--- config.mk ---
export PLATFORM = sky130hd
export DESIGN_NAME = soc_mem_top
export DESIGN_NICKNAME = d
export VERILOG_FILES = /design/src/design/bus_pkg.sv /design/src/design/soc_map_pkg.sv /design/src/design/clint_timer.sv /design/src/design/mem_arbiter.sv /design/src/design/mem_router.sv /design/src/design/soc_mem_top.sv
export SDC_FILE = /design/constraint.sdc
export NUM_CORES = 1
export LEC_CHECK = 0
export BUFFER_PORTS_ARGS = -buffer_cell sky130_fd_sc_hd__clkbuf_2
export CORE_AREA = 4 4 157 159
export DETAILED_ROUTE_END_ITERATION = 7
export DIE_AREA = 0 0 161 163
export PLACE_DENSITY = 0.58
export SETUP_SLACK_MARGIN = 0.15
export SLEW_MARGIN = 20
export SYNTH_ARGS = -nofsm -noshare
export SYNTH_HDL_FRONTEND = slang
export SYNTH_HIERARCHICAL = 1
export SYNTH_SLANG_ARGS = --single-unit
--- constraint.sdc ---
create_clock -name clock -period 3.7 [get_ports clock]
set_input_delay 0.555 -clock clock [delete_from_list [all_inputs] [get_ports clock]]
set_output_delay 0.555 -clock clock [all_outputs]
set_load 0.01 [all_outputs]
--- src/design/bus_pkg.sv ---
`default_nettype none

package bus_pkg;

  localparam int addr_width = 32;
  localparam int data_width = 32;
  localparam int strb_width = data_width / 8;
  localparam int id_width   = 4;

  typedef enum logic [1:0] {
    resp_okay   = 2'b00,
    resp_exokay = 2'b01,
    resp_slverr = 2'b10,
    resp_decerr = 2'b11
  } resp_e;

  typedef enum logic [1:0] {
    grant_none,
    grant_fetch,
    grant_lsu
  } grant_e;

  typedef enum logic [1:0] {
    target_none,
    target_timer,
    target_ext
  } target_e;

  typedef enum logic {
    arb_idle,
    arb_busy
  } arb_state_e;

endpackage

`default_nettype wire

--- src/design/soc_map_pkg.sv ---
`default_nettype none

package soc_map_pkg;

  // low mtime word, the high word sits right above it.
  localparam logic [31:0] default_mtime_addr = 32'ha000_0048;

  localparam logic [3:0] default_ext_id = 4'd4;

  localparam logic [2:0] ext_size_word  = 3'd2; // 4 bytes per beat.
  localparam logic [1:0] ext_burst_incr = 2'b01;

endpackage

`default_nettype wire

--- src/design/clint_timer.sv ---
`timescale 1ns/1ps
`default_nettype none

module clint_timer import bus_pkg::*, soc_map_pkg::*; #(
  parameter logic [addr_width-1:0] mtime_addr = default_mtime_addr
) (
  input  logic                  clock,
  input  logic                  reset,
  input  logic [addr_width-1:0] araddr,
  input  logic                  arvalid,
  output logic                  arready,
  input  logic                  rready,
  output logic [data_width-1:0] rdata,
  output resp_e                 rresp,
  output logic                  rvalid
);

  logic [63:0]           mtime;
  logic [data_width-1:0] rdata_q;
  logic                  hi_word;

  // bit 2 picks the half relative to the low word.
  assign hi_word = araddr[2] ^ mtime_addr[2];

  assign arready = ~rvalid;
  assign rdata   = rdata_q;
  assign rresp   = resp_okay;

  always_ff @(posedge clock) begin
    if (reset) begin
      mtime <= '0;
    end else begin
      mtime <= mtime + 64'd1;
    end
  end

  always_ff @(posedge clock) begin
    if (reset) begin
      rvalid <= 1'b0;
    end else if (arvalid & arready) begin
      rvalid <= 1'b1;
    end else if (rready) begin
      rvalid <= 1'b0;
    end
  end

  always_ff @(posedge clock) begin
    if (arvalid & arready) begin
      rdata_q <= hi_word ? mtime[63:32] : mtime[31:0]; // value before this edge.
    end
  end

endmodule

`default_nettype wire

--- src/design/mem_arbiter.sv ---
`timescale 1ns/1ps
`default_nettype none

module mem_arbiter import bus_pkg::*, soc_map_pkg::*; #(
  parameter logic [addr_width-1:0] mtime_addr = default_mtime_addr
) (
  input  logic                  clock,
  input  logic                  reset,
  input  logic                  arvalid_0,
  input  logic [addr_width-1:0] araddr_0,
  input  logic                  arvalid_1,
  input  logic [addr_width-1:0] araddr_1,
  input  logic                  awvalid_1,
  input  logic                  txn_done,
  output grant_e                grant,
  output target_e               target
);

  arb_state_e state;

  function automatic target_e decode_read(input logic [addr_width-1:0] addr);
    logic hit;
    hit = (addr == mtime_addr) || (addr == mtime_addr + addr_width'(4));
    return hit ? target_timer : target_ext;
  endfunction

  always_ff @(posedge clock) begin
    if (reset) begin
      state  <= arb_idle;
      grant  <= grant_none;
      target <= target_none;
    end else begin
      case (state)
        arb_idle: begin
          if (arvalid_0) begin
            state  <= arb_busy;
            grant  <= grant_fetch;
            target <= decode_read(araddr_0);
          end else if (arvalid_1) begin // lsu read wins over lsu write.
            state  <= arb_busy;
            grant  <= grant_lsu;
            target <= decode_read(araddr_1);
          end else if (awvalid_1) begin
            state  <= arb_busy;
            grant  <= grant_lsu;
            target <= target_ext; // timer is read-only.
          end
        end
        arb_busy: begin
          if (txn_done) begin
            state  <= arb_idle;
            grant  <= grant_none;
            target <= target_none;
          end
        end
        default: begin
          state  <= arb_idle;
          grant  <= grant_none;
          target <= target_none;
        end
      endcase
    end
  end

endmodule

`default_nettype wire

--- src/design/mem_router.sv ---
`timescale 1ns/1ps
`default_nettype none

module mem_router import bus_pkg::*, soc_map_pkg::*; #(
  parameter logic [id_width-1:0] ext_id = default_ext_id
) (
  input  logic                  clock,
  input  logic                  reset,
  input  grant_e                grant,
  input  target_e               target,
  input  logic [addr_width-1:0] araddr_0,
  input  logic                  arvalid_0,
  output logic                  arready_0,
  input  logic                  rready_0,
  output logic [data_width-1:0] rdata_0,
  output resp_e                 rresp_0,
  output logic                  rvalid_0,
  input  logic [addr_width-1:0] araddr_1,
  input  logic                  arvalid_1,
  output logic                  arready_1,
  input  logic                  rready_1,
  output logic [data_width-1:0] rdata_1,
  output resp_e                 rresp_1,
  output logic                  rvalid_1,
  input  logic [addr_width-1:0] awaddr_1,
  input  logic                  awvalid_1,
  output logic                  awready_1,
  input  logic [data_width-1:0] wdata_1,
  input  logic [strb_width-1:0] wstrb_1,
  input  logic                  wvalid_1,
  output logic                  wready_1,
  input  logic                  bready_1,
  output resp_e                 bresp_1,
  output logic                  bvalid_1,
  output logic [addr_width-1:0] timer_araddr,
  output logic                  timer_arvalid,
  input  logic                  timer_arready,
  output logic                  timer_rready,
  input  logic [data_width-1:0] timer_rdata,
  input  resp_e                 timer_rresp,
  input  logic                  timer_rvalid,
  output logic                  ext_arvalid,
  input  logic                  ext_arready,
  output logic [id_width-1:0]   ext_arid,
  output logic [addr_width-1:0] ext_araddr,
  output logic [7:0]            ext_arlen,
  output logic [2:0]            ext_arsize,
  output logic [1:0]            ext_arburst,
  output logic                  ext_rready,
  input  logic                  ext_rvalid,
  input  logic [id_width-1:0]   ext_rid,
  input  logic [data_width-1:0] ext_rdata,
  input  logic [1:0]            ext_rresp,
  input  logic                  ext_rlast,
  output logic                  ext_awvalid,
  input  logic                  ext_awready,
  output logic [id_width-1:0]   ext_awid,
  output logic [addr_width-1:0] ext_awaddr,
  output logic [7:0]            ext_awlen,
  output logic [2:0]            ext_awsize,
  output logic [1:0]            ext_awburst,
  output logic                  ext_wvalid,
  input  logic                  ext_wready,
  output logic [data_width-1:0] ext_wdata,
  output logic [strb_width-1:0] ext_wstrb,
  output logic                  ext_wlast,
  output logic                  ext_bready,
  input  logic                  ext_bvalid,
  input  logic [id_width-1:0]   ext_bid,
  input  logic [1:0]            ext_bresp,
  output logic                  txn_done
);

  logic                  lsu_rd;    // lsu grant is a read.
  logic                  addr_done; // address phase already handshaken.
  logic                  sel_fetch, sel_lsu, to_timer, to_ext;
  logic                  rd_txn, wr_txn, rd_timer, rd_ext;
  logic [addr_width-1:0] req_araddr;
  logic                  req_arvalid, req_rready;
  logic                  r_ours, b_ours;
  logic                  rd_arready, rd_rvalid;
  logic [data_width-1:0] rd_rdata;
  resp_e                 rd_rresp;

  assign sel_fetch = (grant == grant_fetch);
  assign sel_lsu   = (grant == grant_lsu);
  assign to_timer  = (target == target_timer);
  assign to_ext    = (target == target_ext);
  assign rd_txn    = sel_fetch | (sel_lsu & lsu_rd);
  assign wr_txn    = sel_lsu & ~lsu_rd & to_ext;
  assign rd_timer  = rd_txn & to_timer;
  assign rd_ext    = rd_txn & to_ext;

  assign req_araddr  = sel_lsu ? araddr_1 : araddr_0;
  assign req_arvalid = rd_txn & ~addr_done & (sel_lsu ? arvalid_1 : arvalid_0);
  assign req_rready  = sel_lsu ? rready_1 : rready_0;

  // stray responses with a foreign id are drained, never forwarded.
  assign r_ours = ext_rlast & (ext_rid == ext_id);
  assign b_ours = (ext_bid == ext_id);

  assign timer_araddr  = rd_timer ? req_araddr : '0;
  assign timer_arvalid = to_timer & req_arvalid;
  assign timer_rready  = rd_timer & req_rready;

  assign ext_arvalid = to_ext & req_arvalid;
  assign ext_araddr  = rd_ext ? req_araddr : '0;
  assign ext_rready  = rd_ext & (r_ours ? req_rready : ext_rvalid);
  assign ext_arid    = ext_id;
  assign ext_arlen   = 8'd0; // single beat.
  assign ext_arsize  = ext_size_word;
  assign ext_arburst = ext_burst_incr;

  assign ext_awvalid = wr_txn & ~addr_done & awvalid_1;
  assign ext_awaddr  = wr_txn ? awaddr_1 : '0;
  assign ext_awid    = ext_id;
  assign ext_awlen   = 8'd0;
  assign ext_awsize  = ext_size_word;
  assign ext_awburst = ext_burst_incr;
  assign ext_wvalid  = wr_txn & wvalid_1;
  assign ext_wdata   = wr_txn ? wdata_1 : '0;
  assign ext_wstrb   = wr_txn ? wstrb_1 : '0;
  assign ext_wlast   = ext_wvalid;
  assign ext_bready  = wr_txn & bready_1;

  assign rd_arready = ~addr_done & (to_timer ? timer_arready : ext_arready);
  assign rd_rvalid  = to_timer ? timer_rvalid : (ext_rvalid & r_ours);
  assign rd_rdata   = to_timer ? timer_rdata : ext_rdata;
  assign rd_rresp   = to_timer ? timer_rresp : resp_e'(ext_rresp);

  assign arready_0 = sel_fetch & rd_txn & rd_arready;
  assign rvalid_0  = sel_fetch & rd_txn & rd_rvalid;
  assign rdata_0   = (sel_fetch & rd_txn) ? rd_rdata : '0;
  assign rresp_0   = (sel_fetch & rd_txn) ? rd_rresp : resp_okay;

  assign arready_1 = sel_lsu & rd_txn & rd_arready;
  assign rvalid_1  = sel_lsu & rd_txn & rd_rvalid;
  assign rdata_1   = (sel_lsu & rd_txn) ? rd_rdata : '0;
  assign rresp_1   = (sel_lsu & rd_txn) ? rd_rresp : resp_okay;

  assign awready_1 = wr_txn & ~addr_done & ext_awready;
  assign wready_1  = wr_txn & ext_wready;
  assign bvalid_1  = wr_txn & ext_bvalid & b_ours;
  assign bresp_1   = wr_txn ? resp_e'(ext_bresp) : resp_okay;

  assign txn_done = (rvalid_0 & rready_0) | (rvalid_1 & rready_1) | (bvalid_1 & bready_1);

  always_ff @(posedge clock) begin
    if (reset) begin
      lsu_rd    <= 1'b0;
      addr_done <= 1'b0;
    end else begin
      if (grant == grant_none) begin
        lsu_rd <= arvalid_1; // same choice the arbiter makes on this edge.
      end
      if (txn_done) begin
        addr_done <= 1'b0;
      end else if ((arready_0 & arvalid_0) | (arready_1 & arvalid_1) |
                   (awready_1 & awvalid_1)) begin
        addr_done <= 1'b1;
      end
    end
  end

endmodule

`default_nettype wire

--- src/design/soc_mem_top.sv ---
`timescale 1ns/1ps
`default_nettype none

module soc_mem_top import bus_pkg::*, soc_map_pkg::*; #(
  parameter logic [addr_width-1:0] mtime_addr = default_mtime_addr,
  parameter logic [id_width-1:0]   ext_id     = default_ext_id
) (
  input  logic                  clock,
  input  logic                  reset,
  input  logic [addr_width-1:0] araddr_0,
  input  logic                  arvalid_0,
  output logic                  arready_0,
  input  logic                  rready_0,
  output logic [data_width-1:0] rdata_0,
  output resp_e                 rresp_0,
  output logic                  rvalid_0,
  input  logic [addr_width-1:0] araddr_1,
  input  logic                  arvalid_1,
  output logic                  arready_1,
  input  logic                  rready_1,
  output logic [data_width-1:0] rdata_1,
  output resp_e                 rresp_1,
  output logic                  rvalid_1,
  input  logic [addr_width-1:0] awaddr_1,
  input  logic                  awvalid_1,
  output logic                  awready_1,
  input  logic [data_width-1:0] wdata_1,
  input  logic [strb_width-1:0] wstrb_1,
  input  logic                  wvalid_1,
  output logic                  wready_1,
  input  logic                  bready_1,
  output resp_e                 bresp_1,
  output logic                  bvalid_1,
  output logic                  ext_arvalid,
  input  logic                  ext_arready,
  output logic [id_width-1:0]   ext_arid,
  output logic [addr_width-1:0] ext_araddr,
  output logic [7:0]            ext_arlen,
  output logic [2:0]            ext_arsize,
  output logic [1:0]            ext_arburst,
  output logic                  ext_rready,
  input  logic                  ext_rvalid,
  input  logic [id_width-1:0]   ext_rid,
  input  logic [data_width-1:0] ext_rdata,
  input  logic [1:0]            ext_rresp,
  input  logic                  ext_rlast,
  output logic                  ext_awvalid,
  input  logic                  ext_awready,
  output logic [id_width-1:0]   ext_awid,
  output logic [addr_width-1:0] ext_awaddr,
  output logic [7:0]            ext_awlen,
  output logic [2:0]            ext_awsize,
  output logic [1:0]            ext_awburst,
  output logic                  ext_wvalid,
  input  logic                  ext_wready,
  output logic [data_width-1:0] ext_wdata,
  output logic [strb_width-1:0] ext_wstrb,
  output logic                  ext_wlast,
  output logic                  ext_bready,
  input  logic                  ext_bvalid,
  input  logic [id_width-1:0]   ext_bid,
  input  logic [1:0]            ext_bresp
);

  grant_e                grant;
  target_e               target;
  logic                  txn_done;
  logic [addr_width-1:0] timer_araddr;
  logic                  timer_arvalid, timer_arready, timer_rready, timer_rvalid;
  logic [data_width-1:0] timer_rdata;
  resp_e                 timer_rresp;

  mem_arbiter #(
    .mtime_addr(mtime_addr)
  ) mem_arbiter_i (
    .clock    (clock),
    .reset    (reset),
    .arvalid_0(arvalid_0),
    .araddr_0 (araddr_0),
    .arvalid_1(arvalid_1),
    .araddr_1 (araddr_1),
    .awvalid_1(awvalid_1),
    .txn_done (txn_done),
    .grant    (grant),
    .target   (target)
  );

  mem_router #(
    .ext_id(ext_id)
  ) mem_router_i (
    .clock(clock), .reset(reset), .grant(grant), .target(target),
    .araddr_0(araddr_0), .arvalid_0(arvalid_0), .arready_0(arready_0),
    .rready_0(rready_0), .rdata_0(rdata_0), .rresp_0(rresp_0), .rvalid_0(rvalid_0),
    .araddr_1(araddr_1), .arvalid_1(arvalid_1), .arready_1(arready_1),
    .rready_1(rready_1), .rdata_1(rdata_1), .rresp_1(rresp_1), .rvalid_1(rvalid_1),
    .awaddr_1(awaddr_1), .awvalid_1(awvalid_1), .awready_1(awready_1),
    .wdata_1(wdata_1), .wstrb_1(wstrb_1), .wvalid_1(wvalid_1), .wready_1(wready_1),
    .bready_1(bready_1), .bresp_1(bresp_1), .bvalid_1(bvalid_1),
    .timer_araddr(timer_araddr), .timer_arvalid(timer_arvalid),
    .timer_arready(timer_arready), .timer_rready(timer_rready),
    .timer_rdata(timer_rdata), .timer_rresp(timer_rresp), .timer_rvalid(timer_rvalid),
    .ext_arvalid(ext_arvalid), .ext_arready(ext_arready), .ext_arid(ext_arid),
    .ext_araddr(ext_araddr), .ext_arlen(ext_arlen), .ext_arsize(ext_arsize),
    .ext_arburst(ext_arburst), .ext_rready(ext_rready), .ext_rvalid(ext_rvalid),
    .ext_rid(ext_rid), .ext_rdata(ext_rdata), .ext_rresp(ext_rresp),
    .ext_rlast(ext_rlast), .ext_awvalid(ext_awvalid), .ext_awready(ext_awready),
    .ext_awid(ext_awid), .ext_awaddr(ext_awaddr), .ext_awlen(ext_awlen),
    .ext_awsize(ext_awsize), .ext_awburst(ext_awburst), .ext_wvalid(ext_wvalid),
    .ext_wready(ext_wready), .ext_wdata(ext_wdata), .ext_wstrb(ext_wstrb),
    .ext_wlast(ext_wlast), .ext_bready(ext_bready), .ext_bvalid(ext_bvalid),
    .ext_bid(ext_bid), .ext_bresp(ext_bresp),
    .txn_done(txn_done)
  );

  clint_timer #(
    .mtime_addr(mtime_addr)
  ) clint_timer_i (
    .clock  (clock),
    .reset  (reset),
    .araddr (timer_araddr),
    .arvalid(timer_arvalid),
    .arready(timer_arready),
    .rready (timer_rready),
    .rdata  (timer_rdata),
    .rresp  (timer_rresp),
    .rvalid (timer_rvalid)
  );

endmodule

`default_nettype wire

Word level (Yosys, flattened, before mapping)
Cells that the tools add are included.
{ "totals": {"register_bits": 104} }
{ "op_classes": {"add_sub_neg": 1, "eq_ne": 12, "n_mux": 36, "bitwise_logic": 44, "reduce_logical": 6} }
{ "op_table": {"columns": ["op", "count"], "rows": [
  ["$mux W32", 8],
  ["$eq A32 B32 Y1 const B", 4],
  ["$add A64 B1 Y64 const B", 1],
  ["$and A1 B1 Y1", 35],
  ["$mux W2", 12],
  ["$mux W1", 11],
  ["$eq A4 B3 Y1 const B", 2],
  ["$pmux W2 S2", 2],
  ["$or A1 B1 Y1", 5],
  ["$eq A2 B1 Y1 const B", 2],
  ["$eq A2 B2 Y1 const B", 2],
  ["$mux W4", 1],
  ["$ne A4 B4 Y1 const B", 1],
  ["$not A1 Y1", 4],
  ["$mux W3", 1],
  ["$logic_not A2 Y1", 1],
  ["$logic_or A1 B1 Y1", 2],
  ["$ne A2 B1 Y1 const B", 1],
  ["$pmux W1 S2", 1],
  ["$reduce_and A2 Y1", 1],
  ["$reduce_bool A2 Y1", 1],
  ["$reduce_or A2 Y1", 1]
]} }

Longest topological paths before layout
{ "logic_depth": {"word_depth": 10, "ltp_mapped": 9, "depth_no_buf": 7} }

Cells and area by module
The synthesis kept the hierarchy.
{ "by_module_without_submodules": {"columns": ["module", "instances", "cells_each", "area_per_inst_um2"], "rows": [
  ["clint_timer", 1, 429, 4446.8],
  ["mem_router", 1, 384, 2374.8],
  ["mem_arbiter", 1, 48, 385.4]
]} }

Worst setup path before layout
Ideal clock, no wire load.
{ "synth_timing": {"path_type": "register to register", "from": "register mem_arbiter_i.target[0]", "to": "register clint_timer_i.rdata_q[0] (netlist: clint_timer_i/rdata[0]), enable pin", "setup_time_ns": 0.425, "arrival_ns": 2.502, "setup_slack_ns": 0.773, "path_stages_with_launch": 6, "synth_period_minus_slack_ns": 2.927, "cell_sequence": "dfxtp_1 > nor2b_1 > buf_4 > o21ai_1 > nor3_1 > nor2b_1"} }
{ "synth_via": {"elab_chain_len": 3} }
{ "synth_lines": {"columns": ["item", "line_no", "rtl"], "rows": [
  ["start, declared", "mem_arbiter.sv:16", "output target_e target"],
  ["start signal, assigned", "mem_arbiter.sv:31", "target <= target_none;"],
  ["start signal, assigned", "mem_arbiter.sv:38", "target <= decode_read(araddr_0);"],
  ["start signal, assigned", "mem_arbiter.sv:42", "target <= decode_read(araddr_1);"],
  ["$eq A2 B1 Y1", "mem_router.sv:87", "assign to_timer = (target == target_timer);"],
  ["$and A1 B1 Y1", "mem_router.sv:103", "assign timer_arvalid = to_timer & req_arvalid;"],
  ["net timer_arvalid", "soc_mem_top.sv:69", "logic timer_arvalid, timer_arready, timer_rready, timer_rvalid;"],
  ["$and A1 B1 Y1", "clint_timer.sv:48", "if (arvalid & arready) begin"],
  ["end signal, assigned", "clint_timer.sv:49", "rdata_q <= hi_word ? mtime[63:32] : mtime[31:0];"],
  ["end, declared", "clint_timer.sv:19", "logic [data_width-1:0] rdata_q;"]
]} }
The timed path passes the listed nets, and every way through them passes these cells.
A chain may end at the register's enable or synchronous reset.

Worst setup path in the final report
{ "layout_timing": {"from": "register mem_arbiter_i.grant[0]", "to": "output port ext_araddr[10]"} }
{ "layout_via": {"elab_chain_len": 5} }
{ "layout_lines": {"columns": ["item", "line_no", "rtl"], "rows": [
  ["start, declared", "mem_arbiter.sv:15", "output grant_e grant,"],
  ["start signal, assigned", "mem_arbiter.sv:30", "grant <= grant_none;"],
  ["start signal, assigned", "mem_arbiter.sv:37", "grant <= grant_fetch;"],
  ["start signal, assigned", "mem_arbiter.sv:41", "grant <= grant_lsu;"],
  ["$eq A2 B2 Y1", "mem_router.sv:86", "assign sel_lsu = (grant == grant_lsu);"],
  ["$and A1 B1 Y1", "mem_router.sv:89", "assign rd_txn = sel_fetch | (sel_lsu & lsu_rd);"],
  ["$or A1 B1 Y1", "mem_router.sv:89", null],
  ["$and A1 B1 Y1", "mem_router.sv:92", "assign rd_ext = rd_txn & to_ext;"],
  ["$mux W32 *", "mem_router.sv:107", "assign ext_araddr = rd_ext ? req_araddr : '0;"],
  ["end, declared", "soc_mem_top.sv:37", "output logic [addr_width-1:0] ext_araddr,"]
]} }
Mark *: on every way between the ends. The rest lies on a longest branch, timed or not.

==> results.sh <==
export IMPL_wl_per_cell_um=19.8
export IMPL_fin_setup_tns_ns=0
export IMPL_hold_violations=0
export IMPL_core_area_um2=23300
export IMPL_layout_commonest_cell="clkbuf_2"
export IMPL_cp_start_kind="register"
export IMPL_critical_path_top_delay_family="buffers and inverters"
export IMPL_hpwl_mm=24.7
export IMPL_dieArea_um2=26200
export IMPL_io_pins=408
export IMPL_p_per_area_nw_per_um2=266
export IMPL_drive_gt1_share_pct=38.6
export IMPL_fin_crit_sh_pct=78.7
export IMPL_clockBufferDepth=2
export IMPL_crit_buf_inv=2
export IMPL_fmax_mhz=343
export IMPL_avgSynthCellArea_um2=8.55
export IMPL_rsz0062_at_grt="no"
export IMPL_power_total_mw=2.50
export IMPL_ir_drop_v=0.000180
export IMPL_cts_num_sinks=104
export IMPL_antenna_found_initial=5
export IMPL_wl_mm=29.7
export IMPL_arrival_ns=2.36
export IMPL_nNetsFinal=1370
export IMPL_tightest_slew_ns=0.992
export IMPL_syn2layout_area_growth_pct=32.8
export IMPL_ant_nets=0
export IMPL_status="finished, final reports clean"
export IMPL_fillCellCount=2438
export IMPL_globalRoute_totalOverflow=0
export IMPL_die_h_um=163
export IMPL_clock_root_buffer="clkbuf_16"
export IMPL_portBuffers=373
export IMPL_grt_pass1_vias=6877
export IMPL_dr_first_iter_drc_count=476
export IMPL_drc=0
export IMPL_die_x_um=161
export IMPL_finalSetupViolCount=0
export IMPL_fin_worst_skew_ns=0.00908
export IMPL_grt_usage_pct=21.1
export IMPL_cap_viol_max_count=0
export IMPL_cp_cell_sequence="nand2b_2, buf_4, mux2i_1, nor2_1, clkbuf_2"
export IMPL_drt_vias_per_instance=4.82
export IMPL_via_count=7253
export IMPL_post_cts_buffers=0
export IMPL_syn_area_um2=7080
export IMPL_maxSlewViolCount=0
export IMPL_initial_core_util_pct=30.4
export IMPL_clk_latency_ns=0.36
export IMPL_period_minus_slack_ns=2.91
export IMPL_synthCells=828
export IMPL_cts_tree="built"
export IMPL_cp_slowest_stage_delay_ns=0.45
export IMPL_rows=56
export IMPL_hold_class="register to register"
export IMPL_grt_max_degree=74
export IMPL_ys_warn_count=6
export IMPL_worst_slew_margin_rel_pct=33.9
export IMPL_cp_end_kind="output pin"
export IMPL_crit_path_top_delay_cell="buf_4"
export IMPL_cts_max_level=3
export IMPL_grt_pass1_wl_mm=42.5
export IMPL_cts_hold_buf=0
export IMPL_gp_congestion=0.820
export IMPL_cp_max_fo=25
export IMPL_clk_pin_slew_ns=0.08
export IMPL_required_ns=3.14
export IMPL_first_pass_iters=7
export IMPL_cts_made_buffers=9
export IMPL_leakage_nw=4.50
export IMPL_final_util_pct=40.4
export IMPL_cts_repair_resized=0
export IMPL_worstSetupPathType="register to output pin"
export IMPL_layout_common_cells="373 x clkbuf_2, 162 x nor2_1, 74 x and2_1, 72 x dfxtp_1, 69 x mux2i_1"
## metal layers
layer	vias to the layer above	wire, µm	track usage (%)
li1	3557	-	-
met1	3422	12900	28.5
met2	252	14500	35.4
met3	22	1940	4.23
met4	0	393	4.27
met5	-	0	0
## registers in the layout (all words and copies together), names as in the netlist
register                cells
clint_timer_i/rvalid        1
mem_arbiter_i/target        2
clint_timer_i/mtime        64
mem_router_i/addr_done      1
mem_router_i/lsu_rd         1
mem_arbiter_i/grant         2
clint_timer_i/rdata        32
mem_arbiter_i/state         1
## power breakdown
| group | internal [mW] | total [mW] | switching, mW |
|---|---|---|---|
| clock network | 0.473 | 0.944 | 0.471 |
| registers | 1.17 | 1.19 | 0.0116 |
| logic | 0.156 | 0.371 | 0.215 |
## worst paths after layout
check	startpoint	endpoint	slack [ns]	cells after the start
hold reg to reg	clint_timer_i/mtime[0]	clint_timer_i/mtime[0]	0.49	1
setup reg to reg	clint_timer_i/mtime[16]	clint_timer_i/mtime[62]	1.15	5
setup / recovery	mem_arbiter_i/grant[0]	ext_araddr[10]	0.79	5
hold / removal	clint_timer_i/mtime[0]	clint_timer_i/mtime[0]	0.49	1
## worst reg2reg max path, delay by kind of cell (launching register included)
kind	cells	cell delay, ns
AND/OR/NAND/NOR	4	1.86
AO/OA/AOI/OAI	1	0.15
flip-flops	1	0.45
## stage by stage
step | instances | worst slack [ns] | cell area [µm²] | hold WS [ns]
after global routing | 1503 | 0.698 | 9410 | 0.511
after global placement | 1486 | 1.17 | 9110 | 0.457
after CTS | 1502 | 0.781 | 9400 | 0.487
final | 1504 | 0.789 | 9410 | 0.488
after detailed placement | 1486 | 1.16 | 9110 | 0.465
after floorplan | 861 | 0.841 | 7210 | 0.439
## final cells by class
| type | instances | area, µm² | share of cell area, % |
|---|---|---|---|
| Clock inverter | 7 | 65.1 | 0.692 |
| Clock buffer | 9 | 225 | 2.39 |
| Sequential cell | 104 | 2400 | 25.5 |
| Inverter | 7 | 26.3 | 0.279 |
| Timing Repair Buffer | 384 | 1950 | 20.7 |
| Antenna cell | 2 | 5.00 | 0.0532 |
| Tap cell | 319 | 399 | 4.24 |
| Multi-Input combinational cell | 672 | 4340 | 46.1 |
Note: power is estimated with default switching activity, not from simulation.
